--- src/dft_pkg.sv ---
`default_nettype none

package dft_pkg;

   // sample and word geometry
   localparam int SAMPLE_W = 16;
   localparam int CPLX_W = 2 * SAMPLE_W;
   localparam int WORD_W = 64;
   localparam int NUM_WORDS = 32;
   localparam int ADDR_W = 5;
   localparam int WORDS_PER_BLOCK = 4;
   localparam int BLOCK_W = WORDS_PER_BLOCK * WORD_W;

   // cos(pi/4) in Q15
   localparam int TWIDDLE_C = 23170;

   // bit positions in CTRL and STATUS
   localparam int CTRL_START_BIT = 0;
   localparam int CTRL_IRQ_EN_BIT = 1;
   localparam int STATUS_DONE_BIT = 0;
   localparam int STATUS_BUSY_BIT = 1;

   // register offsets, word index taken from wb_adr_i[5:2]
   typedef enum logic [3:0] {
      REG_CTRL   = 4'd0,
      REG_WSTB   = 4'd1,
      REG_WADDR  = 4'd2,
      REG_WLO    = 4'd3,
      REG_WHI    = 4'd4,
      REG_RADDR  = 4'd5,
      REG_STATUS = 4'd6,
      REG_RLO    = 4'd7,
      REG_RHI    = 4'd8
   } reg_offset_e;

   typedef enum logic {
      SEQ_IDLE,
      SEQ_STREAM
   } seq_state_e;

   typedef enum logic [1:0] {
      CAP_IDLE,
      CAP_FILL,
      CAP_DONE
   } cap_state_e;

endpackage

`default_nettype wire

--- src/dft_sample_buffer.sv ---
`timescale 1ns/1ps
`default_nettype none

module dft_sample_buffer (
   input  wire         wb_clk_i,
   input  wire         wb_rst_i,
   input  wire         wr_pulse_i,
   input  wire  [dft_pkg::ADDR_W-1:0] wr_addr_i,
   input  wire  [dft_pkg::WORD_W-1:0] wr_word_i,
   input  wire         start_pulse_i,
   output logic        in_valid_o,
   output logic [dft_pkg::WORD_W-1:0] in_word_o
);

   logic [dft_pkg::WORD_W-1:0] mem [dft_pkg::NUM_WORDS];

   dft_pkg::seq_state_e        seq_state;
   logic [dft_pkg::ADDR_W-1:0] rd_addr;

   always_ff @(posedge wb_clk_i) begin
      if (wr_pulse_i) begin
         mem[wr_addr_i] <= wr_word_i;
      end
   end

   // walk addresses 0..31 once per start
   always_ff @(posedge wb_clk_i) begin
      if (wb_rst_i) begin
         seq_state <= dft_pkg::SEQ_IDLE;
         rd_addr   <= '0;
      end else begin
         case (seq_state)
            dft_pkg::SEQ_IDLE: begin
               if (start_pulse_i) begin
                  seq_state <= dft_pkg::SEQ_STREAM;
                  rd_addr   <= '0;
               end
            end
            dft_pkg::SEQ_STREAM: begin
               rd_addr <= rd_addr + 1'b1;
               if (int'(rd_addr) == dft_pkg::NUM_WORDS - 1) begin
                  seq_state <= dft_pkg::SEQ_IDLE;
               end
            end
            default: seq_state <= dft_pkg::SEQ_IDLE;
         endcase
      end
   end

   assign in_valid_o = (seq_state == dft_pkg::SEQ_STREAM);
   assign in_word_o  = mem[rd_addr];

   a_no_write_on_read: assert property (
      @(posedge wb_clk_i) disable iff (wb_rst_i)
      !(wr_pulse_i && seq_state == dft_pkg::SEQ_STREAM && wr_addr_i == rd_addr));

endmodule

`default_nettype wire

--- config.mk ---
export PLATFORM = sky130hd
export DESIGN_NAME = dft_sample_buffer
export DESIGN_NICKNAME = d
export VERILOG_FILES = /design/src/dft_pkg.sv /design/src/dft_sample_buffer.sv
export SDC_FILE = /design/constraint.sdc
export NUM_CORES = 2
export LEC_CHECK = 0
export ABC_AREA = 0
export BUFFER_PORTS_ARGS = -buffer_cell sky130_fd_sc_hd__buf_2
export CORE_MARGIN = 5
export CORE_UTILIZATION = 55
export DETAILED_ROUTE_END_ITERATION = 6
export GPL_ROUTABILITY_DRIVEN = 0
export PLACE_DENSITY = 0.77
export SLEW_MARGIN = 20
export SYNTH_ARGS = -nofsm -noshare
export SYNTH_HDL_FRONTEND = slang
export SYNTH_SLANG_ARGS = --single-unit
--- constraint.sdc ---
create_clock -name wb_clk_i -period 5.2 [get_ports wb_clk_i]
set_input_delay 1.04 -clock wb_clk_i [delete_from_list [all_inputs] [get_ports wb_clk_i]]
set_output_delay 1.04 -clock wb_clk_i [all_outputs]
set_load 0.01 [all_outputs]
==> results.yml <==
power:
  powerDensity_nw_per_um2: 373.7
  p_leak_nw: 26.37
  worst_ir_drop_vdd_v: 0.0003434
clocking:
  cts_tree: "built"
  clock_latency_ns: 0.81
  post_cts_buffers: 0
  cts-buffers-inserted: 194
  cts_resized: 0
  clkTransAtPathRegs_ns: 0.06
  clockBufferDepth: 3
  h-tree-depth: 4
  cts_hold_buffers: 0
  cts_num_sinks: 2059
  clockRootBuffer: "clkbuf_16"
global_route:
  grt_pass1_wl_microns: 271500
  grt_max_degree: 86
  grt_use_met3_pct: 6.073
  met1_usage_pct: 33.85
  grt_pass1_vias: 39500
  grtUsageMet2_pct: 40.27
  grt_usage_pct: 24.78
  gr-max-usage-layer: "met2"
  grt-ovfl-total: 0
  antenna_found_initial: 16
drt:
  final_antenna_net_count: 0
  vias_per_cell: 6.541
  vias: 39090
  wl_per_cell_microns: 31.39
  first_pass_iters: 5
  routed_wl_microns: 187600
  drtIter0Drc: 5352
  route.detailed.drc: 0
timing:
  fmax_mhz: 212.2
  fin_skew_ns: 0.004330
  period_needed_ns: 4.713
  worst_pin_slew_ns: 1.197
  grt_setup_unrepaired: "false"
  final-hold-violation-count: 0
  finalSetupViolCount: 0
  setup_tns_ns: 0
  hold_slack_ns: 0.4834
  timing.slew.headroom_pct: 20.17
  finalMaxSlewViolations: 0
  fin_crit_sh_pct: 90.63
floorplan:
  row_count: 138
  core_sq_um: 141400
  die_height_microns: 387.1
  start_util_pct: 55.32
  ios: 138
  die_w_microns: 387.1
  dieArea_sq_um: 149900
worst_setup_path:
  critical_path.top_delay_family: "buffers and inverters"
  cpMaxStageDelayCell: "nor2_4"
  path_class: "reg -> out"
  worst-path-buf-inv: 4
  reg2reg_slack_ns: 3.67
  start_kind: "flop"
  arrival_ns: 3.67
  worstPathCellList: "buf_4 -> inv_1 -> nor2_4 -> buf_12 -> a22oi_1 -> nand4_1 -> buf_2"
  slowest_delay_ns: 0.61
  worstPathRequired_ns: 4.16
  endpoint_kind: "output pin"
  cp_max_fo: 42
synthesis:
  yosysWarnings: 0
  avgSynthCellArea_sq_um: 21.40
  ys_ff_latch: 2059
  synth-edff-count: 2048
  synth_area_sq_um: 78230
  yosysSeqAreaShare_pct: 78.90
  netlist_instances: 3656
  async_reset_ff_share_pct: 0
  yosys.area.top_type_share_pct: 78.62
  synthTopCellsByArea: "edfxtp_1 79%, mux4_2 9.1%, mux2i_1 5.1%, a22oi_1 2.6%, nand3_1 0.61%"
  yosys_most_used_dff: "edfxtp_1"
  yosysUniqueCellTypes: 37
  synthTopCellsByCount: "2048 x edfxtp_1, 402 x mux2i_1, 316 x mux4_2"
  synth.most_common_cell: "edfxtp_1"
  synth_nets: 3731
  synth_top_cell_by_area: "edfxtp_1"
final_layout:
  multi_input_area_sq_um: 15720
  layout.nets: 4002
  fillers: 9083
  drive_above_1_share_pct: 21.97
  syn_to_final_growth_pct: 12.52
  seqCellArea_sq_um: 61730
worst_hold_path:
  min_path_type: "in -> reg"
run_status:
  status: "complete, no violations"
place:
  port-buffer-count: 137
  hpwlAfterDp_microns: 99910
flow_run:
  cap_viol_max_count: 0
[state kept, by name, indices dropped and copies added (netlist names), named ones only]
register	count
mem	2048
in_valid_o	1
rd_addr	5
[cells in the final DEF (no fill, tap or decap), types with 6 or more instances in the layout]
| cell | instances |
|---|---|
| a21oi_1 | 31 |
| a22o_1 | 12 |
| a22oi_1 | 269 |
| a31oi_1 | 13 |
| and2_1 | 12 |
| and4bb_1 | 9 |
| buf_12 | 40 |
| buf_2 | 137 |
| buf_4 | 99 |
| bufinv_16 | 10 |
| clkbuf_1 | 53 |
| clkbuf_16 | 197 |
| clkinv_1 | 46 |
| clkinv_2 | 24 |
| dfxtp_1 | 6 |
| diode_2 | 8 |
| edfxtp_1 | 2048 |
| inv_6 | 7 |
| mux2i_1 | 402 |
| mux4_2 | 316 |
| nand2_1 | 59 |
| nand3_1 | 96 |
| nand3b_1 | 6 |
| nand4_1 | 53 |
| nor2_1 | 13 |
| nor2_4 | 34 |
| nor2b_1 | 9 |
| o22ai_1 | 27 |
[per-stage QoR]
stage	std cells	power [mW]	setup WS [ns]	util [%]	area, sq um
global route	5969	33.85	0.3028	62.23	88000
detailed placement	5619	19.95	1.326	58.01	82030
finish	5976	32.89	0.4873	62.24	88020
CTS	5966	33.02	0.4020	62.19	87950
floorplan	3656	19.43	0.3378	-	78230
global placement	5619	19.90	1.394	58.00	82020
[cells by family (layout without fill, tap and decap cells)]
| logic type | count (synthesis) | count (layout) | share of synthesized area, % |
|---|---|---|---|
| other | 0 | 8 | 0 |
| adders and majority gates | 2 | 2 | 0.03198 |
| and+or+nand+nor | 314 | 314 | 2.111 |
| buffers and inverters | 203 | 625 | 1.404 |
| muxes | 718 | 718 | 14.24 |
| AOI/OAI and AO/OA | 360 | 360 | 3.312 |
| DFF | 2059 | 2059 | 78.90 |
[area by class of cell]
type | instances | share of cell area, %
flip-flops and latches | 2059 | 70.14
multi-input cells | 1394 | 17.86
clock buffers | 250 | 5.827
well taps | 1890 | 2.687
repair buffers | 277 | 2.564
clock inverters | 97 | 0.8998
diodes | 8 | 0.02274
inverters | 1 | 0.004265
[power by group]
part,internal [mW],switching (mW),leakage (nW),total [mW]
registers,18.5,0.0605,18.5,18.5
clock network,7.44,5.85,2.88,13.3
logic,0.377,0.713,4.96,1.09
[routing by layer]
layer | vias up | wire length [microns] | part of all wire (%)
li1 | 15940 | - | -
met3 | 346 | 20680 | 11
met1 | 20360 | 69000 | 37
met2 | 2435 | 92500 | 49
met4 | 10 | 5315 | 2.8
met5 | - | 62 | 0.033
[final timing paths]
check	end	from	cells past startpoint
setup reg to reg	flop	rd_addr[0]	5
hold reg to reg	flop	rd_addr[2]	2
setup / recovery	in_word_o[5]	flop	7
hold / removal	in_valid_o	wb_rst_i	2
Note: power is estimated with default switching activity, not from simulation.
