## src/dft_pkg.sv

```systemverilog
`default_nettype none

package dft_pkg;

   // sample and word geometry
   localparam int SAMPLE_W = 16;
   localparam int CPLX_W = 2 * SAMPLE_W;
   localparam int WORD_W = 64;
   localparam int NUM_WORDS = 32;
   localparam int ADDR_W = 5;
   localparam int WORDS_PER_BLOCK = 4;
   localparam int BLOCK_W = WORDS_PER_BLOCK * WORD_W;

   // cos(pi/4) in Q15
   localparam int TWIDDLE_C = 23170;

   // bit positions in CTRL and STATUS
   localparam int CTRL_START_BIT = 0;
   localparam int CTRL_IRQ_EN_BIT = 1;
   localparam int STATUS_DONE_BIT = 0;
   localparam int STATUS_BUSY_BIT = 1;

   // register offsets, word index taken from wb_adr_i[5:2]
   typedef enum logic [3:0] {
      REG_CTRL   = 4'd0,
      REG_WSTB   = 4'd1,
      REG_WADDR  = 4'd2,
      REG_WLO    = 4'd3,
      REG_WHI    = 4'd4,
      REG_RADDR  = 4'd5,
      REG_STATUS = 4'd6,
      REG_RLO    = 4'd7,
      REG_RHI    = 4'd8
   } reg_offset_e;

   typedef enum logic {
      SEQ_IDLE,
      SEQ_STREAM
   } seq_state_e;

   typedef enum logic [1:0] {
      CAP_IDLE,
      CAP_FILL,
      CAP_DONE
   } cap_state_e;

endpackage

`default_nettype wire

```

## src/dft_result_buffer.sv

```systemverilog
`timescale 1ns/1ps
`default_nettype none

module dft_result_buffer (
   input  wire         wb_clk_i,
   input  wire         wb_rst_i,
   input  wire         start_pulse_i,
   input  wire         out_valid_i,
   input  wire  [dft_pkg::WORD_W-1:0] out_word_i,
   input  wire  [dft_pkg::ADDR_W-1:0] rd_addr_i,
   output logic [dft_pkg::WORD_W-1:0] rd_word_o,
   output logic        done_o,
   output logic        busy_o
);

   logic [dft_pkg::WORD_W-1:0] mem [dft_pkg::NUM_WORDS];

   dft_pkg::cap_state_e        cap_state;
   logic [dft_pkg::ADDR_W-1:0] cap_cnt;
   logic                       cap_we;

   assign cap_we = out_valid_i && (cap_state == dft_pkg::CAP_FILL);

   always_ff @(posedge wb_clk_i) begin
      if (cap_we) begin
         mem[cap_cnt] <= out_word_i;
      end
   end

   always_ff @(posedge wb_clk_i) begin
      if (wb_rst_i) begin
         cap_state <= dft_pkg::CAP_IDLE;
         cap_cnt   <= '0;
      end else if (start_pulse_i && cap_state != dft_pkg::CAP_FILL) begin
         // new run drops the old done
         cap_state <= dft_pkg::CAP_FILL;
         cap_cnt   <= '0;
      end else if (cap_we) begin
         cap_cnt <= cap_cnt + 1'b1;
         if (int'(cap_cnt) == dft_pkg::NUM_WORDS - 1) begin
            cap_state <= dft_pkg::CAP_DONE;
         end
      end
   end

   assign done_o    = (cap_state == dft_pkg::CAP_DONE);
   assign busy_o    = (cap_state == dft_pkg::CAP_FILL);
   assign rd_word_o = mem[rd_addr_i];

   a_no_late_words: assert property (
      @(posedge wb_clk_i) disable iff (wb_rst_i)
      !(out_valid_i && cap_state == dft_pkg::CAP_DONE));

endmodule

`default_nettype wire

```

## config.mk

```make
export PLATFORM = sky130hd
export DESIGN_NAME = dft_result_buffer
export DESIGN_NICKNAME = d
export VERILOG_FILES = /design/src/dft_pkg.sv /design/src/dft_result_buffer.sv
export SDC_FILE = /design/constraint.sdc
export NUM_CORES = 2
export LEC_CHECK = 0
export BUFFER_PORTS_ARGS = -buffer_cell sky130_fd_sc_hd__buf_4
export CAP_MARGIN = 20
export CORE_MARGIN = 2
export CORE_UTILIZATION = 70
export CTS_BUF_LIST = sky130_fd_sc_hd__clkbuf_8
export DETAILED_ROUTE_END_ITERATION = 8
export PLACE_DENSITY = 0.95
export SLEW_MARGIN = 20
export SYNTH_ARGS = -nofsm -noshare
export SYNTH_HDL_FRONTEND = slang
export SYNTH_SLANG_ARGS = --single-unit
```

## constraint.sdc

```tcl
create_clock -name wb_clk_i -period 10.2 [get_ports wb_clk_i]
set_clock_uncertainty 0.15 [all_clocks]
set_input_delay 1.53 -clock wb_clk_i [delete_from_list [all_inputs] [get_ports wb_clk_i]]
set_output_delay 1.53 -clock wb_clk_i [all_outputs]
set_load 0.005 [all_outputs]
```

==> results by group <==
STA
  – Final hold vios: 0
  – Max-slew headroom at the worst pin: 15.0%
  – Final setup viols: 0
  – RSZ-0062 raised after global routing: no
  – Final worst slack: 2.83 ns
  – Post-route setup TNS: 0 ns
  – Crit path time final: 7.37 ns
  – Least-Margin Pin Slew: 1.27 ns
  – Hold Slack: 0.358 ns
  – Max Slew Vio Count: 0
  – Tcrit/Tclk final: 72.2%
  – Fmax achieved: 0.136 GHz

Die
  – Initial core utilization: 70.7%
  – Die W: 336 um
  – Core box area: 109,000 um2
  – Top Ports: 139
  – Die height: 336 um
  – Die area: 113,000 um2
  – Rows: 121

Logic synthesis
  – Synthesized area: 77,200 um2
  – Post-Syn Instances: 3,177
  – Main synth FF type: edfxtp_1
  – Yosys cell types: 45
  – Synth Warn #: 0
  – Synthesized net count: 3,255
  – EDFF count, synth: 2,048
  – Synth Register Bits: 2,055
  – Asr flop ratio synth: 0%
  – Sequential area share after synthesis: 79.9%
  – Avg Cell Area, Syn: 24.3 um2

Clock tree
  – CTS H-tree depth: 5
  – CTS tree: done
  – Post-CTS sizing: 0
  – Latest clock arrival within the worst-skew pair: 0.94 ns
  – Longest Clk Path Bufs: 4
  – Post-CTS Setup Bufs: 0
  – CTS Buf Count: 318
  – Post-CTS Hold Buffers: 0
  – Clock-pin slew on the worst setup and hold paths: 0.06 ns
  – CTS sink count: 2,055
  – Root Buffer: clkbuf_8

Critical path
  – Worst r2r src: cap_state[0]
  – CP peak stage delay: 0.90 ns
  – Most used cell, CP: buf_4
  – Startpoint types: input pin
  – Reg2reg path depth: 5
  – Reg2reg end: mem[23][17]
  – Crit path max-delay family: buffers and inverters
  – CP arrival: 5.69 ns
  – Crit-path slowest cell: nor4_1
  – Crit. End Element: output pin
  – R2r setup slk: 5.66 ns
  – Kind of critical path: input pin to output pin
  – Number of buffers and inverters on the critical path: 4
  – CP cell instances: buf_6, clkinv_1, nand2_4, buf_4, o22ai_1, nor4_1, buf_4
  – Req. time, crit path: 8.52 ns
  – Crit-path max FO: 85

Global route
  – Vias in the first global route: 41,500
  – Met1 usage: 49.6%
  – First-pass GRT wire length: 309,000 um
  – Antenna violations before repair: 28
  – GR Layer Usage met2: 62.6%
  – Most Crowded Layer GR: met2
  – Largest net degree at the start of global routing: 149
  – GRT overflow: 0
  – M3 GR Usage: 13.2%
  – GRT Total Usage: 40.7%

Min path
  – Hold_sp: cap_state[1]
  – HP Class: flip-flop to flip-flop
  – Hold endpoint: cap_state[1]
  – Hold-critical path depth: 2

Finish
  – # fillers: 4,569
  – Share of cells above drive strength 1: 29.8%
  – Reg area: 61,600 um2
  – Synth-to-layout area growth: 10.8%
  – Final nets: 3,612
  – Final cell count without fillers: 5,261
  – Multi-input gate area: 14,600 um2

Placed design
  – DP HPWL: 117,000 um
  – DP Worst Slack: 3.12 ns
  – Post-placement cell count: 4,687
  – Input/output buffers: 138
  – Final Wtd Congestion: 0.772

Pwr
  – VDD IR-drop max: 177 uV
  – Leak: 26.9 nW
  – Total power: 16.5 mW
  – PwrDens: 193 nW/um2

Routing
  – Via-to-Cell Ratio: 7.93
  – Final routed wire length divided by cell count: 44.6 um
  – DRC Markers: 0
  – DRT Wirelength: 235,000 um
  – Initial DRC count: 9,149
  – Detail Route Antenna Nets: 0
  – Vias: 41,700
  – Router iterations before antenna repair: 6

Job
  – Max Cap Viol: 0

Status
  – Status: complete, no violations
routing by layer:
layer / up-vias / wire length, um
li1: 14700 / -
met1: 20300 / 64300
met2: 5319 / 111000
met3: 1417 / 37500
met4: 14 / 21200
met5: - / 93
through the flow:
step / cell area, um2 / util [%]
floorplan: 77200 / -
global placement: 79700 / 73.0
detailed placement: 79700 / 73.0
CTS: 85300 / 78.2
global route: 85400 / 78.3
finish: 85500 / 78.3
state kept, by name (all words and copies together), names as in the netlist:
name       cells
mem         2048
cap_state      2
cap_cnt        5
synth_stat cells, types with 2 or more instances:
master        n  area share [%]
nand2_1      13           0.063
mux4_2      482              14
nand3b_1      5           0.049
nor2b_1      11           0.089
nand3_1       4           0.026
xor2_1        2           0.023
edfxtp_1   2048              80
nand3_2       2           0.026
a2111oi_0     4           0.045
mux4_1       22            0.75
nand4_1       3           0.024
nor2_1       42            0.20
o22ai_1     246             2.0
buf_2        86            0.56
a21oi_1       2           0.013
nor4_2        5           0.081
inv_1         3           0.015
dfxtp_1       7            0.18
mux2i_1      12            0.16
buf_12        3           0.078
clkbuf_1     17           0.083
nand2b_1      2           0.016
buf_6        52            0.76
ha_1          5           0.081
buf_4         7           0.068
o22ai_2       6           0.097
nor4_1       59            0.48
buf_1         4           0.019
buf_8         3           0.058
a31oi_1       3           0.024
or3_1         2           0.016
or3b_2        2           0.023
power by group:
group	internal [mW]	total [mW]	switching [mW]
registers	9.30	9.30	0.00732
logic	0.285	0.746	0.461
clock network	3.18	6.42	3.24
kinds of logic after synthesis:
kind of cell	after synthesis	share of synthesized area, %
and+or+nand+nor	154	1.14
DFF	2055	79.9
buffers and inverters	176	1.64
adders and majority gates	5	0.0811
AOI/OAI and AO/OA	268	2.26
muxes	516	15.0
xor gates and xnor gates	3	0.0341
tightest hold or removal path, stage by stage (launching register included):
cell and delay, ns:
dfxtp_1 0.35, a21oi_1 0.05, nor2_1 0.08
layout make-up:
cell class / instances / area share, %
sequential: 2055 / 72.1
multi-input combinational: 946 / 17.1
clock buffer: 324 / 5.22
tap: 1476 / 2.16
timing repair buffer: 209 / 1.99
clock inverter: 222 / 1.37
antenna: 25 / 0.0732
inverter: 4 / 0.0176
worst max-delay path by stage:
stage          cells past startpoint  slack [ns]         start             to
2_1_floorplan                      4        4.84   out_valid_i     mem[14][0]
3_3_place_gp                       7        3.29  rd_addr_i[1]  rd_word_o[38]
3_5_place_dp                       7        3.12  rd_addr_i[1]  rd_word_o[38]
4_1_cts                            7        3.07  rd_addr_i[1]  rd_word_o[38]
5_1_grt                            7        2.95  rd_addr_i[1]  rd_word_o[38]
6_report                           7        2.83  rd_addr_i[1]  rd_word_o[30]
layout by cell type (no fill, tap or decap), types with 3 or more instances in the layout:
master,synthesis,final
nand2_1,13,7
o22ai_2,6,6
dfxtp_1,7,7
clkinvlp_4,0,5
nand3_1,4,3
nor2_4,0,32
diode_2,0,25
edfxtp_1,2048,2048
inv_6,0,3
ha_1,5,5
inv_1,3,111
clkinv_2,0,27
mux2i_1,12,12
nand3b_1,5,5
buf_6,52,3
nor2b_1,11,11
nand4_1,3,3
buf_12,3,5
clkbuf_8,0,324
mux4_1,22,22
nor4_1,59,57
a31oi_1,3,3
clkinv_1,1,68
o22ai_1,246,246
nor2_1,42,10
buf_4,7,197
bufinv_16,0,9
nand2_4,0,6
a2111oi_0,4,4
nor4_2,5,7
mux4_2,482,482
No activity file was read; power rests on OpenSTA's default activity.
