$ cat src/dft_pkg.sv
`default_nettype none

package dft_pkg;

   // sample and word geometry
   localparam int SAMPLE_W = 16;
   localparam int CPLX_W = 2 * SAMPLE_W;
   localparam int WORD_W = 64;
   localparam int NUM_WORDS = 32;
   localparam int ADDR_W = 5;
   localparam int WORDS_PER_BLOCK = 4;
   localparam int BLOCK_W = WORDS_PER_BLOCK * WORD_W;

   // cos(pi/4) in Q15
   localparam int TWIDDLE_C = 23170;

   // bit positions in CTRL and STATUS
   localparam int CTRL_START_BIT = 0;
   localparam int CTRL_IRQ_EN_BIT = 1;
   localparam int STATUS_DONE_BIT = 0;
   localparam int STATUS_BUSY_BIT = 1;

   // register offsets, word index taken from wb_adr_i[5:2]
   typedef enum logic [3:0] {
      REG_CTRL   = 4'd0,
      REG_WSTB   = 4'd1,
      REG_WADDR  = 4'd2,
      REG_WLO    = 4'd3,
      REG_WHI    = 4'd4,
      REG_RADDR  = 4'd5,
      REG_STATUS = 4'd6,
      REG_RLO    = 4'd7,
      REG_RHI    = 4'd8
   } reg_offset_e;

   typedef enum logic {
      SEQ_IDLE,
      SEQ_STREAM
   } seq_state_e;

   typedef enum logic [1:0] {
      CAP_IDLE,
      CAP_FILL,
      CAP_DONE
   } cap_state_e;

endpackage

`default_nettype wire

$ cat src/dft8_core.sv
`timescale 1ns/1ps
`default_nettype none

module dft8_core (
   input  wire         wb_clk_i,
   input  wire         wb_rst_i,
   input  wire         in_valid_i,
   input  wire  [dft_pkg::WORD_W-1:0] in_word_i,
   output logic        out_valid_o,
   output logic [dft_pkg::WORD_W-1:0] out_word_o
);

   // a sample is {im, re}, sample n of a block sits at bits CPLX_W*n
   logic [dft_pkg::WORD_W-1:0]  g_word [dft_pkg::WORDS_PER_BLOCK-1];
   logic [1:0]                  g_cnt;
   logic                        blk_last;
   logic [dft_pkg::BLOCK_W-1:0] nat;
   logic [dft_pkg::BLOCK_W-1:0] brev;

   logic [dft_pkg::BLOCK_W-1:0] s1;
   logic [dft_pkg::BLOCK_W-1:0] s2;
   logic [dft_pkg::BLOCK_W-1:0] s3;
   logic                        s1_v;
   logic                        s2_v;
   logic                        s3_v;

   logic [dft_pkg::BLOCK_W-dft_pkg::WORD_W-1:0] ser_buf;
   logic [1:0]                                  ser_left;

   function automatic int rev3(input int n);
      return (n % 2) * 4 + ((n / 2) % 2) * 2 + (n / 4) % 2;
   endfunction

   // radix-2 butterfly, k selects W8^k; returns {a', b'}
   function automatic logic [2*dft_pkg::CPLX_W-1:0] bfly(
      input logic [dft_pkg::CPLX_W-1:0] a,
      input logic [dft_pkg::CPLX_W-1:0] b,
      input logic [1:0] k
   );
      logic signed [dft_pkg::SAMPLE_W-1:0]   ar;
      logic signed [dft_pkg::SAMPLE_W-1:0]   ai;
      logic signed [dft_pkg::SAMPLE_W-1:0]   br;
      logic signed [dft_pkg::SAMPLE_W-1:0]   bi;
      logic signed [2*dft_pkg::SAMPLE_W:0]   c_s;
      logic signed [2*dft_pkg::SAMPLE_W:0]   pr;
      logic signed [2*dft_pkg::SAMPLE_W:0]   pi;
      logic signed [dft_pkg::SAMPLE_W+1:0]   tr;
      logic signed [dft_pkg::SAMPLE_W+1:0]   ti;
      logic signed [dft_pkg::SAMPLE_W+2:0]   sr;
      logic signed [dft_pkg::SAMPLE_W+2:0]   si;
      logic signed [dft_pkg::SAMPLE_W+2:0]   dr;
      logic signed [dft_pkg::SAMPLE_W+2:0]   di;
      ar  = a[dft_pkg::SAMPLE_W-1:0];
      ai  = a[dft_pkg::CPLX_W-1:dft_pkg::SAMPLE_W];
      br  = b[dft_pkg::SAMPLE_W-1:0];
      bi  = b[dft_pkg::CPLX_W-1:dft_pkg::SAMPLE_W];
      c_s = dft_pkg::TWIDDLE_C;
      pr  = '0;
      pi  = '0;
      case (k)
         2'd0: begin
            tr = br;
            ti = bi;
         end
         2'd1: begin
            // (C, -C)
            pr = c_s * br + c_s * bi;
            pi = c_s * bi - c_s * br;
            tr = pr[2*dft_pkg::SAMPLE_W:dft_pkg::SAMPLE_W-1];
            ti = pi[2*dft_pkg::SAMPLE_W:dft_pkg::SAMPLE_W-1];
         end
         2'd2: begin
            // -j
            tr = bi;
            ti = -br;
         end
         default: begin
            // (-C, -C)
            pr = c_s * bi - c_s * br;
            pi = -(c_s * br + c_s * bi);
            tr = pr[2*dft_pkg::SAMPLE_W:dft_pkg::SAMPLE_W-1];
            ti = pi[2*dft_pkg::SAMPLE_W:dft_pkg::SAMPLE_W-1];
         end
      endcase
      sr = ar + tr;
      si = ai + ti;
      dr = ar - tr;
      di = ai - ti;
      // scale by 1/2 per stage
      return {si[dft_pkg::SAMPLE_W:1], sr[dft_pkg::SAMPLE_W:1],
              di[dft_pkg::SAMPLE_W:1], dr[dft_pkg::SAMPLE_W:1]};
   endfunction

   // one DIT stage with butterfly span half
   function automatic logic [dft_pkg::BLOCK_W-1:0] dit_stage(
      input logic [dft_pkg::BLOCK_W-1:0] v,
      input int half
   );
      logic [dft_pkg::BLOCK_W-1:0]    r;
      logic [2*dft_pkg::CPLX_W-1:0]   bf;
      int                             top;
      int                             bot;
      r = v;
      for (int g = 0; g < 2 * dft_pkg::WORDS_PER_BLOCK; g += 2 * half) begin
         for (int i = 0; i < half; i++) begin
            top = g + i;
            bot = top + half;
            bf  = bfly(v[dft_pkg::CPLX_W*top +: dft_pkg::CPLX_W],
                       v[dft_pkg::CPLX_W*bot +: dft_pkg::CPLX_W],
                       2'(i * (4 / half)));
            r[dft_pkg::CPLX_W*top +: dft_pkg::CPLX_W] = bf[2*dft_pkg::CPLX_W-1:dft_pkg::CPLX_W];
            r[dft_pkg::CPLX_W*bot +: dft_pkg::CPLX_W] = bf[dft_pkg::CPLX_W-1:0];
         end
      end
      return r;
   endfunction

   // gather the first three words, the fourth is used live
   always_ff @(posedge wb_clk_i) begin
      if (wb_rst_i) begin
         g_cnt <= '0;
      end else if (in_valid_i) begin
         g_cnt <= g_cnt + 1'b1;
      end
   end

   always_ff @(posedge wb_clk_i) begin
      if (in_valid_i && !blk_last) begin
         g_word[g_cnt] <= in_word_i;
      end
   end

   assign blk_last = in_valid_i && (int'(g_cnt) == dft_pkg::WORDS_PER_BLOCK - 1);
   assign nat      = {in_word_i, g_word[2], g_word[1], g_word[0]};

   always_comb begin
      for (int n = 0; n < 2 * dft_pkg::WORDS_PER_BLOCK; n++) begin
         brev[dft_pkg::CPLX_W*n +: dft_pkg::CPLX_W] = nat[dft_pkg::CPLX_W*rev3(n) +: dft_pkg::CPLX_W];
      end
   end

   always_ff @(posedge wb_clk_i) begin
      s1 <= dit_stage(brev, 1);
      s2 <= dit_stage(s1, 2);
      s3 <= dit_stage(s2, 4);
   end

   always_ff @(posedge wb_clk_i) begin
      if (wb_rst_i) begin
         s1_v <= 1'b0;
         s2_v <= 1'b0;
         s3_v <= 1'b0;
      end else begin
         s1_v <= blk_last;
         s2_v <= s1_v;
         s3_v <= s2_v;
      end
   end

   // output serializer, X0/X1 first
   always_ff @(posedge wb_clk_i) begin
      if (wb_rst_i) begin
         out_valid_o <= 1'b0;
         ser_left    <= '0;
      end else if (s3_v) begin
         out_valid_o <= 1'b1;
         ser_left    <= 2'd3;
      end else if (ser_left != 2'd0) begin
         ser_left <= ser_left - 1'b1;
      end else begin
         out_valid_o <= 1'b0;
      end
   end

   always_ff @(posedge wb_clk_i) begin
      if (s3_v) begin
         out_word_o <= s3[dft_pkg::WORD_W-1:0];
         ser_buf    <= s3[dft_pkg::BLOCK_W-1:dft_pkg::WORD_W];
      end else begin
         out_word_o <= ser_buf[dft_pkg::WORD_W-1:0];
         ser_buf    <= ser_buf >> dft_pkg::WORD_W;
      end
   end

   a_ser_free: assert property (
      @(posedge wb_clk_i) disable iff (wb_rst_i) s3_v |-> ser_left == 2'd0);

endmodule

`default_nettype wire

$ cat config.mk
export PLATFORM = sky130hd
export DESIGN_NAME = dft8_core
export DESIGN_NICKNAME = d
export VERILOG_FILES = /design/src/dft_pkg.sv /design/src/dft8_core.sv
export SDC_FILE = /design/constraint.sdc
export NUM_CORES = 2
export LEC_CHECK = 0
export ABC_AREA = 1
export BUFFER_PORTS_ARGS = -buffer_cell sky130_fd_sc_hd__buf_2
export CAP_MARGIN = 20
export CORE_UTILIZATION = 25
export CTS_CLUSTER_SIZE = 14
export DETAILED_ROUTE_END_ITERATION = 7
export GPL_ROUTABILITY_DRIVEN = 0
export PLACE_DENSITY = 0.49
export SYNTH_ARGS = -nofsm -noshare
export SYNTH_HDL_FRONTEND = slang
export SYNTH_SLANG_ARGS = --single-unit
export TNS_END_PERCENT = 1
$ cat constraint.sdc
create_clock -name wb_clk_i -period 7.9 [get_ports wb_clk_i]
set_clock_uncertainty 0.1 [all_clocks]
set_input_delay 1.185 -clock wb_clk_i [delete_from_list [all_inputs] [get_ports wb_clk_i]]
set_output_delay 1.185 -clock wb_clk_i [all_outputs]
set_load 0.05 [all_outputs]
==> results.sh <==
export IMPL_r2r_worst_path_cells=33
export IMPL_critical_path_slowest_cell="sky130_fd_sc_hd__fa_1"
export IMPL_post_route_util_pct=28.6
export IMPL_drv_slew=0
export IMPL_hold_path_class="reg -> reg"
export IMPL_drt_iter0_drc=4671
export IMPL_post_cts_hold_buffer_count=0
export IMPL_ys_flop_type="sky130_fd_sc_hd__dfxtp_1"
export IMPL_worst_r2r_setup_slack_ns=0.29
export IMPL_average_size_of_a_mapped_cell_um2=8.08
export IMPL_synth_top_family_by_area="adder cells"
export IMPL_synth_edf_count=192
export IMPL_unrepaired_setup_endpoints_after_global_routing="yes"
export IMPL_dp_slack_ns=-0.0347
export IMPL_ys_top_cells_by_area="sky130_fd_sc_hd__dfxtp_1, sky130_fd_sc_hd__ha_1, sky130_fd_sc_hd__nand2_1"
export IMPL_post_detailed_placement_half_perimeter_wirelength_um=217000
export IMPL_final_common_cell="sky130_fd_sc_hd__nand2_1"
export IMPL_grt_total_usage_pct=14.2
export IMPL_worst_hold_path_num_cells=2
export IMPL_worst_setup_path_start_kind="register"
export IMPL_synth_largest_area_cell="sky130_fd_sc_hd__dfxtp_1"
export IMPL_syn_area_um2=88100
export IMPL_final_layout_size_suffix_gt1_share_pct=7.62
export IMPL_timing_max_cap_violations=0
export IMPL_die_width_um=596
export IMPL_grt_antenna_before_repair=41
export IMPL_via_count_of_the_first_global_routing_pass=65957
export IMPL_flow_area_growth_from_synthesis_pct=13.6
export IMPL_timing_critical_path_slowest_cell_delay_ns=0.51
export IMPL_post_synth_fa_ha_maj_area_fraction_pct=25.9
export IMPL_row_count=217
export IMPL_synth_compound_area_share_pct=10.8
export IMPL_synth_largest_type_area_fraction_pct=23.4
export IMPL_postSynthRegisterBits=1224
export IMPL_critical_path_endpoint_type="register"
export IMPL_cp_data_arrival_time_ns=8.18
export IMPL_i_o_buffers=131
export IMPL_grt_pass1_wl_um=392000
export IMPL_async_flop_share_pct=0
export IMPL_max_slew_margin_rel_pct=33.4
export IMPL_final_net_count=12765
export IMPL_worstMarginPinSlew_ns=0.999
export IMPL_final_setup_worst_slack_ns=0.285
export IMPL_clock_insertion_delay_worst_skew_ns=0.83
export IMPL_max_freq_ghz=0.131
export IMPL_tritoncts="yes"
export IMPL_synth_net_count=12620
export IMPL_status="finished clean"
export IMPL_initial_utilization_pct=25.2
export IMPL_cts_sink_count=1224
export IMPL_wl_per_cell_um=16.6
export IMPL_worstSetupPathType="reg -> reg"
export IMPL_grt_start_max_net_pins=93
export IMPL_fp_dieArea_um2=355000
export IMPL_tritoncts_num_buffers=147
export IMPL_timing_final_hold_violations=0
export IMPL_htree_levels=4
export IMPL_post_drt_via_cell_ratio=4.35
export IMPL_die_height_um=596
export IMPL_synthXorXnorAreaFrac_pct=7.55
export IMPL_vias=68435
export IMPL_worst_path_max_fanout=5
export IMPL_drt_pass1_iterations=6
export IMPL_clockRootBuffer="sky130_fd_sc_hd__clkbuf_16"
export IMPL_whs_ns=0.242
export IMPL_cts_buffer_depth=4
export IMPL_crit_required_ns=8.46
export IMPL_synth_mux_area_fraction_pct=0
export IMPL_drt_drc_violations_left=0
export IMPL_fill_cells=37793
export IMPL_synth_sequential_area_ratio_pct=30.0
export IMPL_clkSlewWorstSetupHoldPaths_ns=0.07
export IMPL_drt_total_wl_um=261000
export IMPL_globalRoute_totalOverflow=0
export IMPL_final_antenna_net_count=0
export IMPL_gate_count_post_synth=10899
export IMPL_synth_cell_type_count=66
export IMPL_cpMostUsedCell="sky130_fd_sc_hd__ha_1"
export IMPL_ys_warnings_count=0
export IMPL_boundaryPins=132
export IMPL_finalCritPeriodShare_pct=96.4
export IMPL_final_cell_mix="sky130_fd_sc_hd__nand2_1, sky130_fd_sc_hd__inv_1, sky130_fd_sc_hd__ha_1"
export IMPL_coreArea_um2=350000
export IMPL_synthSimpleGateAreaFrac_pct=16.4
export IMPL_min_period_ns=7.61
export IMPL_setup_viol=0
export IMPL_finalNonFillerCells=15750
export IMPL_place_detailed_instances=15489
state kept, by name, summed over array words and instances (netlist names):
| signal | count |
|---|---|
| s1 | 256 |
| out_word_o | 64 |
| s3 | 256 |
| ser_buf | 192 |
| s2 | 256 |
| out_valid_o | 1 |
| g_cnt | 2 |
| s2_v | 1 |
| s1_v | 1 |
| ser_left | 2 |
| s3_v | 1 |
| g_word | 192 |
Yosys cell counts (46+ instances only):
cell type and n:
sky130_fd_sc_hd__o21ai_2 58, sky130_fd_sc_hd__buf_2 63, sky130_fd_sc_hd__edfxtp_1 192, sky130_fd_sc_hd__nand3_1 342, sky130_fd_sc_hd__nor2_1 506, sky130_fd_sc_hd__o31ai_1 51, sky130_fd_sc_hd__o21ai_0 201, sky130_fd_sc_hd__fa_1 286
sky130_fd_sc_hd__nand2_1 2305, sky130_fd_sc_hd__inv_1 1807, sky130_fd_sc_hd__o21bai_1 75, sky130_fd_sc_hd__xnor2_1 80, sky130_fd_sc_hd__a21oi_1 814, sky130_fd_sc_hd__ha_1 1368, sky130_fd_sc_hd__a21o_1 46, sky130_fd_sc_hd__a21boi_1 55
sky130_fd_sc_hd__nor4_1 65, sky130_fd_sc_hd__xor2_1 678, sky130_fd_sc_hd__o21ai_1 133, sky130_fd_sc_hd__nand4_1 50, sky130_fd_sc_hd__clkbuf_1 212, sky130_fd_sc_hd__nor3_1 109, sky130_fd_sc_hd__dfxtp_1 1032
final timing paths:
| kind | from | endpoint |
|---|---|---|
| min | ser_buf[98]$_DFF_P_ | ser_buf[34]$_DFF_P_ |
| min reg2reg | ser_buf[98]$_DFF_P_ | ser_buf[34]$_DFF_P_ |
| max reg2reg | s2[230]$_DFF_P_ | s3[254]$_DFF_P_ |
| max | s2[230]$_DFF_P_ | s3[254]$_DFF_P_ |
what timing repair did:
item,in CTS,in global routing
pin swaps,0,12
resized for setup,6,166
buffers inserted,0,4
endpoints found under the setup margin,4,53
critical path, delay by kind of cell, from the launching register on:
kind,cells,cell delay (ns)
compound gates,10,1.72
xor+xnor,2,0.59
simple gates,6,0.72
flops,1,0.31
buf+inv,5,0.38
fa+ha+maj,10,3.67
stage by stage:
stage	cell area, um2	setup TNS [ns]
after floorplan	88100	0
after global placement	94500	-0.239
after detailed placement	94500	-0.0768
after CTS	99300	0
after global routing	100000	-0.796
final	100000	0
metal layers:
metal | track usage [%] | vias up | part of all wire, %
met2 | 22.2 | 1423 | 43
met1 | 20.6 | 31732 | 49
li1 | - | 34964 | -
met3 | 2.31 | 294 | 5.5
met5 | 0 | - | 0.054
met4 | 2.81 | 22 | 2.0
cells by family after synthesis:
logic type,Yosys count
xor gates and xnor gates,759
AOI/OAI and AO/OA,1633
and+or+nand+nor,3488
adders and majority gates,1654
buffers and inverters,2141
DFF,1224
layout make-up:
| type | count | area [um2] | area share [%] |
|---|---|---|---|
| well taps | 4599 | 5750 | 5.75 |
| diodes | 10 | 25.0 | 0.0250 |
| inverters | 1836 | 6900 | 6.89 |
| clock buffers | 196 | 4230 | 4.23 |
| flip-flops and latches | 1224 | 26500 | 26.5 |
| repair buffers | 301 | 1940 | 1.94 |
| clock inverters | 50 | 637 | 0.636 |
| multi-input cells | 7534 | 54100 | 54.1 |
Power is not shown: default switching activity piles up to over one toggle a cycle in this logic, so the estimate is an artifact.
