<file path="src/dft_pkg.sv">
`default_nettype none

package dft_pkg;

   // sample and word geometry
   localparam int SAMPLE_W = 16;
   localparam int CPLX_W = 2 * SAMPLE_W;
   localparam int WORD_W = 64;
   localparam int NUM_WORDS = 32;
   localparam int ADDR_W = 5;
   localparam int WORDS_PER_BLOCK = 4;
   localparam int BLOCK_W = WORDS_PER_BLOCK * WORD_W;

   // cos(pi/4) in Q15
   localparam int TWIDDLE_C = 23170;

   // bit positions in CTRL and STATUS
   localparam int CTRL_START_BIT = 0;
   localparam int CTRL_IRQ_EN_BIT = 1;
   localparam int STATUS_DONE_BIT = 0;
   localparam int STATUS_BUSY_BIT = 1;

   // register offsets, word index taken from wb_adr_i[5:2]
   typedef enum logic [3:0] {
      REG_CTRL   = 4'd0,
      REG_WSTB   = 4'd1,
      REG_WADDR  = 4'd2,
      REG_WLO    = 4'd3,
      REG_WHI    = 4'd4,
      REG_RADDR  = 4'd5,
      REG_STATUS = 4'd6,
      REG_RLO    = 4'd7,
      REG_RHI    = 4'd8
   } reg_offset_e;

   typedef enum logic {
      SEQ_IDLE,
      SEQ_STREAM
   } seq_state_e;

   typedef enum logic [1:0] {
      CAP_IDLE,
      CAP_FILL,
      CAP_DONE
   } cap_state_e;

endpackage

`default_nettype wire

</file>
<file path="src/dft_regs.sv">
`timescale 1ns/1ps
`default_nettype none

module dft_regs (
   input  wire         wb_clk_i,
   input  wire         wb_rst_i,
   input  wire  [31:0] wb_adr_i,
   input  wire  [31:0] wb_dat_i,
   // byte selects are not supported, every access is a full word
   input  wire  [3:0]  wb_sel_i,
   input  wire         wb_we_i,
   input  wire         wb_stb_i,
   input  wire         wb_cyc_i,
   output logic [31:0] wb_dat_o,
   output logic        wb_ack_o,
   output logic        wb_err_o,
   output logic        int_o,
   input  wire         done_i,
   input  wire         busy_i,
   input  wire  [dft_pkg::WORD_W-1:0] rd_word_i,
   output logic        start_pulse_o,
   output logic        wr_pulse_o,
   output logic [dft_pkg::ADDR_W-1:0] wr_addr_o,
   output logic [dft_pkg::WORD_W-1:0] wr_word_o,
   output logic [dft_pkg::ADDR_W-1:0] rd_addr_o
);

   dft_pkg::reg_offset_e offset;
   logic                 access;
   logic                 mapped;

   logic [1:0]                  ctrl_q;
   logic                        wstb_q;
   logic [dft_pkg::ADDR_W-1:0]  waddr_q;
   logic [31:0]                 wlo_q;
   logic [31:0]                 whi_q;
   logic [dft_pkg::ADDR_W-1:0]  raddr_q;
   logic                        start_d;
   logic                        wstb_d;

   assign offset = dft_pkg::reg_offset_e'(wb_adr_i[5:2]);
   assign access = wb_cyc_i & wb_stb_i;
   assign mapped = wb_adr_i[5:2] <= dft_pkg::REG_RHI;

   // single cycle handshake, err takes the place of ack
   assign wb_ack_o = access & mapped;
   assign wb_err_o = access & ~mapped;

   always_ff @(posedge wb_clk_i) begin
      if (wb_rst_i) begin
         ctrl_q  <= '0;
         wstb_q  <= 1'b0;
         waddr_q <= '0;
         wlo_q   <= '0;
         whi_q   <= '0;
         raddr_q <= '0;
      end else if (wb_ack_o && wb_we_i) begin
         case (offset)
            dft_pkg::REG_CTRL:  ctrl_q  <= wb_dat_i[1:0];
            dft_pkg::REG_WSTB:  wstb_q  <= wb_dat_i[0];
            dft_pkg::REG_WADDR: waddr_q <= wb_dat_i[dft_pkg::ADDR_W-1:0];
            dft_pkg::REG_WLO:   wlo_q   <= wb_dat_i;
            dft_pkg::REG_WHI:   whi_q   <= wb_dat_i;
            dft_pkg::REG_RADDR: raddr_q <= wb_dat_i[dft_pkg::ADDR_W-1:0];
            default: ;
         endcase
      end
   end

   always_ff @(posedge wb_clk_i) begin
      if (wb_rst_i) begin
         start_d <= 1'b0;
         wstb_d  <= 1'b0;
      end else begin
         start_d <= ctrl_q[dft_pkg::CTRL_START_BIT];
         wstb_d  <= wstb_q;
      end
   end

   // rising edges; a start while busy is dropped
   assign start_pulse_o = ctrl_q[dft_pkg::CTRL_START_BIT] & ~start_d & ~busy_i;
   assign wr_pulse_o    = wstb_q & ~wstb_d;
   assign wr_addr_o     = waddr_q;
   assign wr_word_o     = {whi_q, wlo_q};
   assign rd_addr_o     = raddr_q;

   assign int_o = done_i & ctrl_q[dft_pkg::CTRL_IRQ_EN_BIT];

   always_comb begin
      wb_dat_o = '0;
      case (offset)
         dft_pkg::REG_CTRL:   wb_dat_o[1:0] = ctrl_q;
         dft_pkg::REG_WSTB:   wb_dat_o[0] = wstb_q;
         dft_pkg::REG_WADDR:  wb_dat_o[dft_pkg::ADDR_W-1:0] = waddr_q;
         dft_pkg::REG_WLO:    wb_dat_o = wlo_q;
         dft_pkg::REG_WHI:    wb_dat_o = whi_q;
         dft_pkg::REG_RADDR:  wb_dat_o[dft_pkg::ADDR_W-1:0] = raddr_q;
         dft_pkg::REG_STATUS: begin
            wb_dat_o[dft_pkg::STATUS_DONE_BIT] = done_i;
            wb_dat_o[dft_pkg::STATUS_BUSY_BIT] = busy_i;
         end
         dft_pkg::REG_RLO:    wb_dat_o = rd_word_i[31:0];
         dft_pkg::REG_RHI:    wb_dat_o = rd_word_i[63:32];
         default: ;
      endcase
   end

   a_ack_err_excl: assert property (
      @(posedge wb_clk_i) disable iff (wb_rst_i) !(wb_ack_o && wb_err_o));

   // result buffer must report busy right after an accepted start
   a_start_busy: assert property (
      @(posedge wb_clk_i) disable iff (wb_rst_i) start_pulse_o |=> busy_i);

endmodule

`default_nettype wire

</file>
<file path="config.mk">
export PLATFORM = sky130hd
export DESIGN_NAME = dft_regs
export DESIGN_NICKNAME = d
export VERILOG_FILES = /design/src/dft_pkg.sv /design/src/dft_regs.sv
export SDC_FILE = /design/constraint.sdc
export NUM_CORES = 1
export LEC_CHECK = 0
export BUFFER_PORTS_ARGS = -buffer_cell sky130_fd_sc_hd__buf_2
export CAP_MARGIN = 20
export CELL_PAD_IN_SITES_DETAIL_PLACEMENT = 1
export CELL_PAD_IN_SITES_GLOBAL_PLACEMENT = 2
export CORE_MARGIN = 2
export CORE_UTILIZATION = 24
export CTS_CLUSTER_DIAMETER = 40
export DETAILED_ROUTE_END_ITERATION = 16
export GPL_TIMING_DRIVEN = 0
export HOLD_SLACK_MARGIN = 0.03
export PLACE_DENSITY = 0.84
export SKIP_LAST_GASP = 1
export SYNTH_ARGS = -nofsm -noshare
export SYNTH_HDL_FRONTEND = slang
export SYNTH_SLANG_ARGS = --single-unit
export TNS_END_PERCENT = 1
</file>
<file path="constraint.sdc">
create_clock -name wb_clk_i -period 1.61 [get_ports wb_clk_i]
set_input_delay 0.0805 -clock wb_clk_i [delete_from_list [all_inputs] [get_ports wb_clk_i]]
set_output_delay 0.0805 -clock wb_clk_i [all_outputs]
set_load 0.1 [all_outputs]
</file>
==> impl_results.md, run 1 <==
- Worst path max stage delay: 0.47 ns
- Clk sinks: 79
- Post-Route WL: 17900 um
- Maxcap violations: 0
- Crit path kind: flop to output pin
- GRT Util Overall: 18.6%
- Num rows: 48
- Die X: 138 um
- Unrepaired setup endpoints after global routing: yes
- Syn Inst Count: 453
- Buffer count from post-CTS setup fixing: 0
- Core Area: 17400 um2
- Final period utilization: 118%
- Placed cell area: 5790 um2
- Final antenna-violating net count: 0
- DRC violations left: 0
- Syn avg cell area: 9.47 um2
- Final Hold Fails: 0
- Num ports: 250
- Final RePlAce weighted congestion: 0.800
- Clk buf depth: 2
- Vias in the first global route: 4802
- Worst Path Max Fanout: 3
- Syn_nets: 592
- Final instance area: 6350 um2
- # nets final: 830
- Synthesized flop and latch total: 79
- Total gr overflow: 0
- F_max: 526 MHz
- Skew final: 0.00123 ns
- Slowest-stage cell, CP: mux4_2
- Endpoints failing setup: 32
- Critical path arrival: 1.82 ns
- Die height: 138 um
- Worst-margin pin slew: 0.617 ns
- Die area: 19000 um2
- Finished Layout Cells: 922
- Share of layout cells above drive strength 1: 42.1%
- Fin util: 36.6%
- Worst IR drop on VDD: 491 uV
- Pwr dens: 827 nW/um2
- Post-synth cell types: 38
- Vias/cell: 4.83
- Clock Latency Late Sink: 0.34 ns
- Synthesis warning total: 0
- CP required: 1.53 ns
- Relative max-transition margin: 58.8%
- Leakage: 0.00309 uW
- Via Count: 4457
- CTS root buffer: clkbuf_16
- Post-route setup slack: -0.290 ns
- H-tree depth: 3
- Starting DRT DRC Count: 88
- Synth Cell Area: 4290 um2
- Failing checks: setup timing
- Reg clk slew, reported paths: 0.06 ns
- Setup TNS: -5.74 ns
- Status: finished, violations left
- CP bufs+invs: 1
- Crit path capture type: output pin
- Buffers added on ports: 215
- Crit-path cells: mux4_2, nor3b_1, a2111o_1, buf_6
- Crit path max-delay family: multiplexers
- Hold Crit Class: input port to flop
- Initial antenna violation count: 0
- Routed wire per std cell: 19.4 um
- Pre-CTS setup slack: -0.461 ns
- Setup crit start kind: flop
- Inst Count DP: 893
- Post-layout minimum cycle time: 1.90 ns
- Initial core utilization: 24.7%
- Post-DP HPWL: 13500 um
- Largest net degree at the start of global routing: 14
- CTS tree: built
- Seq/Total Area, Yosys: 36.9%
- First-pass DRT Iterations: 4
- # fillers: 2064
- Total CTS buffers: 9
- Area Overhead vs Synth: 48.0%
- Max Slew Vio Count: 0
- First-pass GRT wire length: 26400 um
## cell families (layout without fill, tap and decap cells)
family	after synthesis	count (layout)	synth area share (%)
AND/OR/NAND/NOR	151	151	22.5
AO/OA/AOI/OAI	99	99	16.0
multiplexers	82	82	19.5
flip-flops	79	79	36.9
buffers and inverters	42	285	5.19
other	0	1	0
## cells in the final DEF, fill, tap and decap left out, types with 3 or more instances in the layout
cell type / netlist / routed
a22oi_1: 56 / 56
and2_1: 3 / 3
and3b_1: 6 / 6
buf_2: 13 / 203
buf_4: 3 / 14
buf_6: 5 / 6
bufinv_16: 0 / 3
clkbuf_1: 19 / 14
clkbuf_16: 0 / 9
clkbuf_2: 0 / 5
clkbuf_4: 0 / 13
dfxtp_1: 79 / 79
dlygate4sd3_1: 0 / 12
mux2i_1: 80 / 80
nand2_1: 4 / 4
nand2b_1: 110 / 110
nand3_1: 4 / 4
nor2_1: 4 / 3
nor2b_1: 7 / 7
o21ai_0: 25 / 3
o21ai_2: 0 / 27
## flip-flops by register name, summed over array words and instances (netlist names)
signal and cells:
wlo_q 32, rd_addr_o 5, ctrl_q 2, wr_addr_o 5, start_d 1, wstb_d 1, wstb_q 1, whi_q 32
## power breakdown
part / leakage (uW) / internal, uW / total (uW) / switching [uW]
clock network: 0.000176 / 1600 / 2430 / 829
logic: 0.00228 / 282 / 853 / 571
registers: 0.000636 / 1960 / 1970 / 7.25
total: 0.00309 / 3840 / 5250 / 1410
## worst paths after layout
path,slack [ns],cells after the start,endpoint,startpoint
worst max-delay path,-0.29,4,wb_dat_o[0],rd_addr_o[0]$_SDFFE_PP0P_
worst min-delay path,0.04,3,wlo_q[14]$_SDFFE_PP0P_,wb_dat_i[14]
worst max register to register,0.90,2,whi_q[21]$_SDFFE_PP0P_,whi_q[21]$_SDFFE_PP0P_
worst min register to register,0.49,2,wlo_q[26]$_SDFFE_PP0P_,wlo_q[26]$_SDFFE_PP0P_
## area by class of cell
type	count	area, um2	share of cell area, %
inverters	2	7.51	0.118
clock buffers	11	253	3.98
flip-flops and latches	79	1580	24.9
plain buffers	40	224	3.53
repair buffers	227	1260	19.9
well taps	225	282	4.44
clock inverters	5	104	1.64
multi-input cells	332	2630	41.5
diodes	1	2.50	0.0394
## metal layers
layer | vias up | track usage [%] | share of wire (%)
met2 | 157 | 33.6 | 50
li1 | 2104 | - | -
met4 | 0 | 7.22 | 2.4
met5 | - | 0 | 0
met3 | 26 | 3.38 | 6.1
met1 | 2170 | 21.7 | 42
## through the flow
stage	hold WS [ns]	power [uW]
global route	0.0552	5440
finish	0.0415	5250
detailed placement	0.382	2830
CTS	0.0306	5310
global placement	0.364	2820
floorplan	0.256	2550
## cell usage after synthesis
master     number  area (um2)
nand3b_1        2        15.0
a21boi_0        1        7.51
o311ai_0        2        17.5
nor3_1          1        5.00
nand3_1         4        20.0
a32oi_1         2        17.5
o22a_1          1        8.76
dfxtp_1        79        1580
nand2b_1      110         688
o221ai_1        1        8.76
a221o_1         1        10.0
nor4b_2         1        15.0
inv_1           2        7.51
a22oi_1        56         420
clkbuf_1       19        71.3
and4bb_1        1        12.5
buf_6           5        56.3
mux2i_1        80         801
a2111o_1        1        11.3
nor2b_1         7        43.8
buf_2          13        65.1
nand4b_1        1        8.76
buf_4           3        22.5
and3b_1         6        52.6
a22o_1          2        17.5
mux4_2          1        22.5
mux2_2          1        11.3
nand2_1         4        15.0
o21ai_0        25         125
and2_1          3        18.8
and3_1          2        12.5
nor2_1          4        15.0
o31ai_1         1        7.51
nand2_4         1        11.3
a2bb2oi_1       1        8.76
nor3b_1         3        22.5
or2b_1          1        7.51
o21ai_1         5        25.0
## tightest hold or removal path: stages
cell and delay, ns:
buf_2 0.10, nand2b_1 0.08, mux2i_1 0.07
## what timing repair did
| action | CTS | global route |
|---|---|---|
| endpoints found under the setup margin | 32 | 33 |
| endpoints found under the hold margin | 18 | 0 |
| hold buffers | 12 | 0 |
| resized for setup | 18 | 14 |
Note: power is estimated with default switching activity, not from simulation.
==> inputs of run 2 (changes only) <==
Settings changed: CORE_MARGIN 2 to not set, MAX_ROUTING_LAYER set to met4.
==> impl_results.md, run 2 (synthesis gave the netlist of run 1 again) <==
- Worst IR drop on VDD: 466 uV (-5.1%)
- Final RePlAce weighted congestion: 0.815 (+1.8%)
- Max Slew Vio Count: 0 (unchanged)
- F_max: 526 MHz (about the same)
- Setup crit start kind: flop
- Clk buf depth: 2 (unchanged)
- Starting DRT DRC Count: 126 (+43%)
- Total gr overflow: 0 (unchanged)
- Core Area: 17400 um2 (unchanged)
- Worst reg-to-reg setup slack: 0.94 ns (+0.04 ns)
- Via Count: 4397 (-1.3%)
- Inst Count DP: 893 (unchanged)
- Skew final: 0.00706 ns (+0.00583 ns)
- Reg clk slew, reported paths: 0.06 ns (about the same)
- CP bufs+invs: 1 (unchanged)
- Worst Path Max Fanout: 3 (unchanged)
- Min-delay src: wb_dat_i[19]
- # nets final: 824 (-0.72%)
- Hold Path Depth: 3 (unchanged)
- Buffers added on ports: 215 (unchanged)
- Worst Hold End: wlo_q[19]$_SDFFE_PP0P_
- Die area: 18400 um2 (-2.9%)
- Crit path capture type: output pin
- Clk sinks: 79 (unchanged)
- Area Overhead vs Synth: 44.7%
- Critical path arrival: 1.82 ns (about the same)
- Smallest hold slack: 0.0425 ns (+0.00106 ns)
- First-pass GRT wire length: 26600 um (+0.83%)
- Commonest non-fill, non-tap cells in the layout: 205 x buf_2, 110 x nand2b_1, 80 x mux2i_1
- Final Power: 4790 uW (-8.8%)
- Most common cell after layout, fill and taps aside: buf_2
- Routed wire per std cell: 19.2 um (-0.96%)
- Die height: 136 um (-1.5%)
- Post-DP HPWL: 13300 um (-1.8%)
- Crit-path cells: mux4_2, nor3b_1, a2111o_1, buf_6
- Status: finished, violations left
- Initial core utilization: 24.7% (unchanged)
- CTS root buffer: clkbuf_16
- Endpoints failing setup: 32 (unchanged)
- Hold Crit Class: input port to flop
- Final Hold Fails: 0 (unchanged)
- CP required: 1.53 ns (about the same)
- Buffer count from post-CTS setup fixing: 0 (unchanged)
- Pwr dens: 772 nW/um2 (-6.7%)
- CTS tree: built
- First-pass DRT Iterations: 4 (unchanged)
- Finished Layout Cells: 916 (-0.65%)
- Largest net degree at the start of global routing: 13 (-1)
- Final period utilization: 118% (about the same)
- Worst path max stage delay: 0.48 ns (about the same)
- Vias/cell: 4.80 (-0.70%)
- H-tree depth: 3 (unchanged)
- DRC violations left: 0 (unchanged)
- Total CTS buffers: 9 (unchanged)
- Post-layout minimum cycle time: 1.90 ns (+0.00142 ns)
- Crit Reg-Reg Startpoint: whi_q[22]$_SDFFE_PP0P_
- Largest regs: whi_q (32), wlo_q (32)
- Worst R2R Path Depth: 2 (unchanged)
- Worst path depth: 4 (unchanged)
- Crit path kind: flop to output pin
- Num rows: 48 (unchanged)
- Leakage: 0.00304 uW (-1.9%)
- Reg-to-Reg End: whi_q[22]$_SDFFE_PP0P_
- Relative max-transition margin: 61.5% (+2.7 points)
- Clock Latency Late Sink: 0.33 ns (about the same)
- Placed cell area: 5790 um2 (unchanged)
- Num ports: 250 (unchanged)
- Setup TNS: -5.77 ns (-0.0270 ns)
- Worst setup path startpoint: rd_addr_o[0]$_SDFFE_PP0P_
- Final antenna-violating net count: 0 (unchanged)
- Post-Route WL: 17600 um (-1.6%)
- Die X: 136 um (-1.5%)
- Worst-margin pin slew: 0.577 ns (-0.0403 ns)
- Failing checks: setup timing
- Share of layout cells above drive strength 1: 42.1% (about the same)
- Maxcap violations: 0 (unchanged)
- Vias in the first global route: 4840 (+0.79%)
- GRT Util Overall: 19.9% (+1.3 points)
- Slowest-stage cell, CP: mux4_2
- Post-route setup slack: -0.291 ns (-0.00142 ns)
- Initial antenna violation count: 2 (+2)
- Crit path max-delay family: multiplexers
- Unrepaired setup endpoints after global routing: yes
- Final instance area: 6200 um2 (-2.2%)
[run 2: changes by cell type in the layout (fill, tap and decap cells not counted)]
cell	change
dlygate4sd3_1	-6
clkinv_2	+3
buf_2	+2
bufinv_16	-2
clkbuf_8	-2
buf_4	-1
clkbuf_1	+1
clkbuf_4	-1
clkinv_4	-1
diode_2	+1
nor2_1	+1
nor2_2	-1
[run 2: worst max-delay path by stage]
| stage | slack (ns) | to |
|---|---|---|
| after floorplan | -0.66 | wb_dat_o[1] |
| after global placement | -0.42 | wb_dat_o[27] |
| after detailed placement | -0.49 | wb_dat_o[30] |
| after CTS | -0.32 | wb_dat_o[0] |
| after global routing | -0.34 | wb_dat_o[0] |
| final | -0.29 | wb_dat_o[0] |
[run 2: where the power goes]
part / internal, uW / leakage [uW] / switching, uW
clock network: 1180 / 0.000142 / 797
registers: 1960 / 0.000636 / 7.08
logic: 272 / 0.00226 / 567
total: 3420 / 0.00304 / 1370
[run 2: cell type report]
class,instances,area [um2]
Tap cell,225,282
Clock inverter,5,50.0
Sequential cell,79,1580
Multi-Input combinational cell,332,2630
Clock buffer,10,229
Timing Repair Buffer,221,1190
Fill cell,2089,11200
Buffer,40,226
Antenna cell,2,5.00
Inverter,2,7.51
[run 2: worst min-delay path, delay by kind of cell]
kind          cells  cell delay, ns
simple gates      1            0.08
mux               1            0.07
buf+inv           1            0.10
[run 2: metal layers]
| layer | vias up | global-route usage [%] | wire, um |
|---|---|---|---|
| li1 | 2090 | - | - |
| met1 | 2121 | 23.0 | 7590 |
| met2 | 161 | 34.3 | 8800 |
| met3 | 25 | 3.14 | 831 |
| met4 | 0 | 7.80 | 394 |
| met5 | - | - | 0 |
[run 2: repair_timing]
| action | CTS | global route |
|---|---|---|
| hold buffers | 6 | 0 |
| endpoints found under the setup margin | 32 | 33 |
| endpoints found under the hold margin | 10 | 0 |
| gates resized for setup | 17 | 12 |
[run 2: stage by stage]
stage / utilization (%) / setup WS, ns
global placement: 33.4 / -0.422
finish: 35.7 / -0.291
global route: 35.7 / -0.340
detailed placement: 33.4 / -0.488
floorplan: - / -0.661
CTS: 35.5 / -0.317
==> inputs of run 3 (changes only) <==
Settings changed: PLACE_DENSITY 0.84 to not set, PLACE_DENSITY_LB_ADDON set to 0.05.
==> impl_results.md, run 3 (synthesis gave the netlist of run 1 again) <==
- Status: finished, violations left
- Failing checks: setup timing
- Final instance area: 6260 um2 (+0.87%)
- Starting DRT DRC Count: 127 (+0.79%)
- Buffers added on ports: 215 (unchanged)
- Crit path kind: flop to output pin
- First-pass GRT wire length: 26800 um (+0.81%)
- Max Slew Vio Count: 0 (unchanged)
- Post-layout minimum cycle time: 1.92 ns (+0.0145 ns)
- Hold Path Depth: 3 (unchanged)
- Relative max-transition margin: 58.9% (-2.6 points)
- Vias in the first global route: 4657 (-3.8%)
- Num rows: 48 (unchanged)
- Worst R2R Path Depth: 2 (unchanged)
- Final antenna-violating net count: 0 (unchanged)
- Pre-CTS setup slack: -0.495 ns (-0.00698 ns)
- Skew final: 0.000116 ns (-0.00695 ns)
- Hold Crit Class: input port to flop
- Sequential Area: 1580 um2 (unchanged)
- Smallest hold slack: 0.0358 ns (-0.00677 ns)
- Initial core utilization: 24.7% (unchanged)
- Fin util: 36.1% (+0.31 points)
- Setup crit start kind: flop
- Post-Route WL: 17600 um (+0.11%)
- CTS tree: built
- Worst-margin pin slew: 0.616 ns (+0.0387 ns)
- Endpoints failing setup: 32 (unchanged)
- Largest regs: whi_q (32), wlo_q (32)
- Worst IR drop on VDD: 465 uV (-0.10%)
- Post-DP HPWL: 13300 um (about the same)
- Total CTS buffers: 9 (unchanged)
- Post-route setup slack: -0.306 ns (-0.0145 ns)
- Buffer count from post-CTS setup fixing: 0 (unchanged)
- Leakage: 0.00307 uW (+1.3%)
- Vias/cell: 4.74 (-1.3%)
- F_max: 522 MHz (-0.76%)
- Die area: 18400 um2 (unchanged)
- DRC violations left: 0 (unchanged)
- Final period utilization: 119% (+0.90 points)
- Num ports: 250 (unchanged)
- Clock Latency Late Sink: 0.34 ns (about the same)
- GRT Util Overall: 20.1% (+0.16 points)
- Final Hold Fails: 0 (unchanged)
- Total gr overflow: 0 (unchanged)
- Clk buf depth: 2 (unchanged)
- Die height: 136 um (unchanged)
- Core Area: 17400 um2 (unchanged)
- Reg clk slew, reported paths: 0.06 ns (about the same)
- CTS root buffer: clkbuf_16
- Initial antenna violation count: 1 (-1)
- Critical path arrival: 1.84 ns (+0.02 ns)
- Placed cell area: 5790 um2 (unchanged)
- Worst Path Max Fanout: 3 (unchanged)
- Share of layout cells above drive strength 1: 41.9% (-0.16 points)
- CP required: 1.53 ns (about the same)
- Most common cell after layout, fill and taps aside: buf_2
- Final RePlAce weighted congestion: 0.767 (-5.9%)
- Area of the multi-input gates: 2630 um2 (unchanged)
- Commonest non-fill, non-tap cells in the layout: 214 x buf_2, 110 x nand2b_1, 80 x mux2i_1
- # fillers: 2080 (-0.43%)
- Clk sinks: 79 (unchanged)
- Maxcap violations: 0 (unchanged)
- Final Power: 4910 uW (+2.5%)
- Crit path capture type: output pin
- # nets final: 830 (+0.73%)
- Routed wire per std cell: 19.2 um (-0.33%)
- Unrepaired setup endpoints after global routing: yes
- First-pass DRT Iterations: 4 (unchanged)
- Via Count: 4358 (-0.89%)
- H-tree depth: 3 (unchanged)
- Die X: 136 um (unchanged)
- Pwr dens: 784 nW/um2 (+1.6%)
- Largest net degree at the start of global routing: 13 (unchanged)
- Area Overhead vs Synth: 46.0%
-- run 3: cell count changes in the layout (fill, tap and decap cells not counted), sizes merged --
cell,previous run,this run
diode,2,1
clkinv,4,2
dlygate4sd3,6,12
clkbuf,41,32
buf,224,234
-- run 3: area by class of cell --
| type | count | area share (%) |
|---|---|---|
| timing repair buffer | 227 | 19.7 |
| sequential | 79 | 25.3 |
| clock inverter | 3 | 0.700 |
| tap | 225 | 4.50 |
| inverter | 2 | 0.120 |
| antenna | 1 | 0.0400 |
| clock buffer | 11 | 4.04 |
| buffer | 40 | 3.60 |
| multi-input combinational | 332 | 42.0 |
-- run 3: metrics by stage --
step	setup TNS, ns	cells
global placement	-12.86	893
detailed placement	-12.83	893
global route	-9.74	920
finish	-6.52	920
CTS	-7.95	919
floorplan	-17.90	453
-- run 3: timing repair --
action                     in CTS  in global routing
setup endpoints to repair      32                 33
hold endpoints to repair       15                  0
resized for setup              18                  4
hold buffers                   12                  0
-- run 3: path summary, 6_finish.rpt --
check                           slack [ns]                        end                      start
worst max-delay path                 -0.31                wb_dat_o[0]      whi_q[0]$_SDFFE_PP0P_
worst min-delay path                  0.04     whi_q[30]$_SDFFE_PP0P_               wb_dat_i[30]
worst max register to register        0.91  rd_addr_o[3]$_SDFFE_PP0P_  rd_addr_o[3]$_SDFFE_PP0P_
worst min register to register        0.48          wstb_d$_SDFF_PP0_        wstb_q$_SDFFE_PP0P_
-- run 3: where the power goes --
| part | switching, uW | total [uW] | internal [uW] | leakage [uW] |
|---|---|---|---|---|
| registers | 7.14 | 1970 | 1960 | 0.000636 |
| clock network | 819 | 2090 | 1270 | 0.000147 |
| logic | 569 | 848 | 278 | 0.00229 |
-- run 3: worst max-delay path: stages (launching register included) --
cell and delay (ns):
dfxtp_1 0.34, mux4_2 0.47, nor3b_1 0.15, a2111o_1 0.34, buf_6 0.20
-- run 3: metal layers --
| metal | vias up | GRT usage [%] | wire length, um |
|---|---|---|---|
| li1 | 2107 | - | - |
| met1 | 2097 | 24.4 | 7810 |
| met2 | 138 | 33.4 | 8530 |
| met3 | 16 | 3.63 | 1020 |
| met4 | 0 | 6.55 | 265 |
| met5 | - | - | 0 |
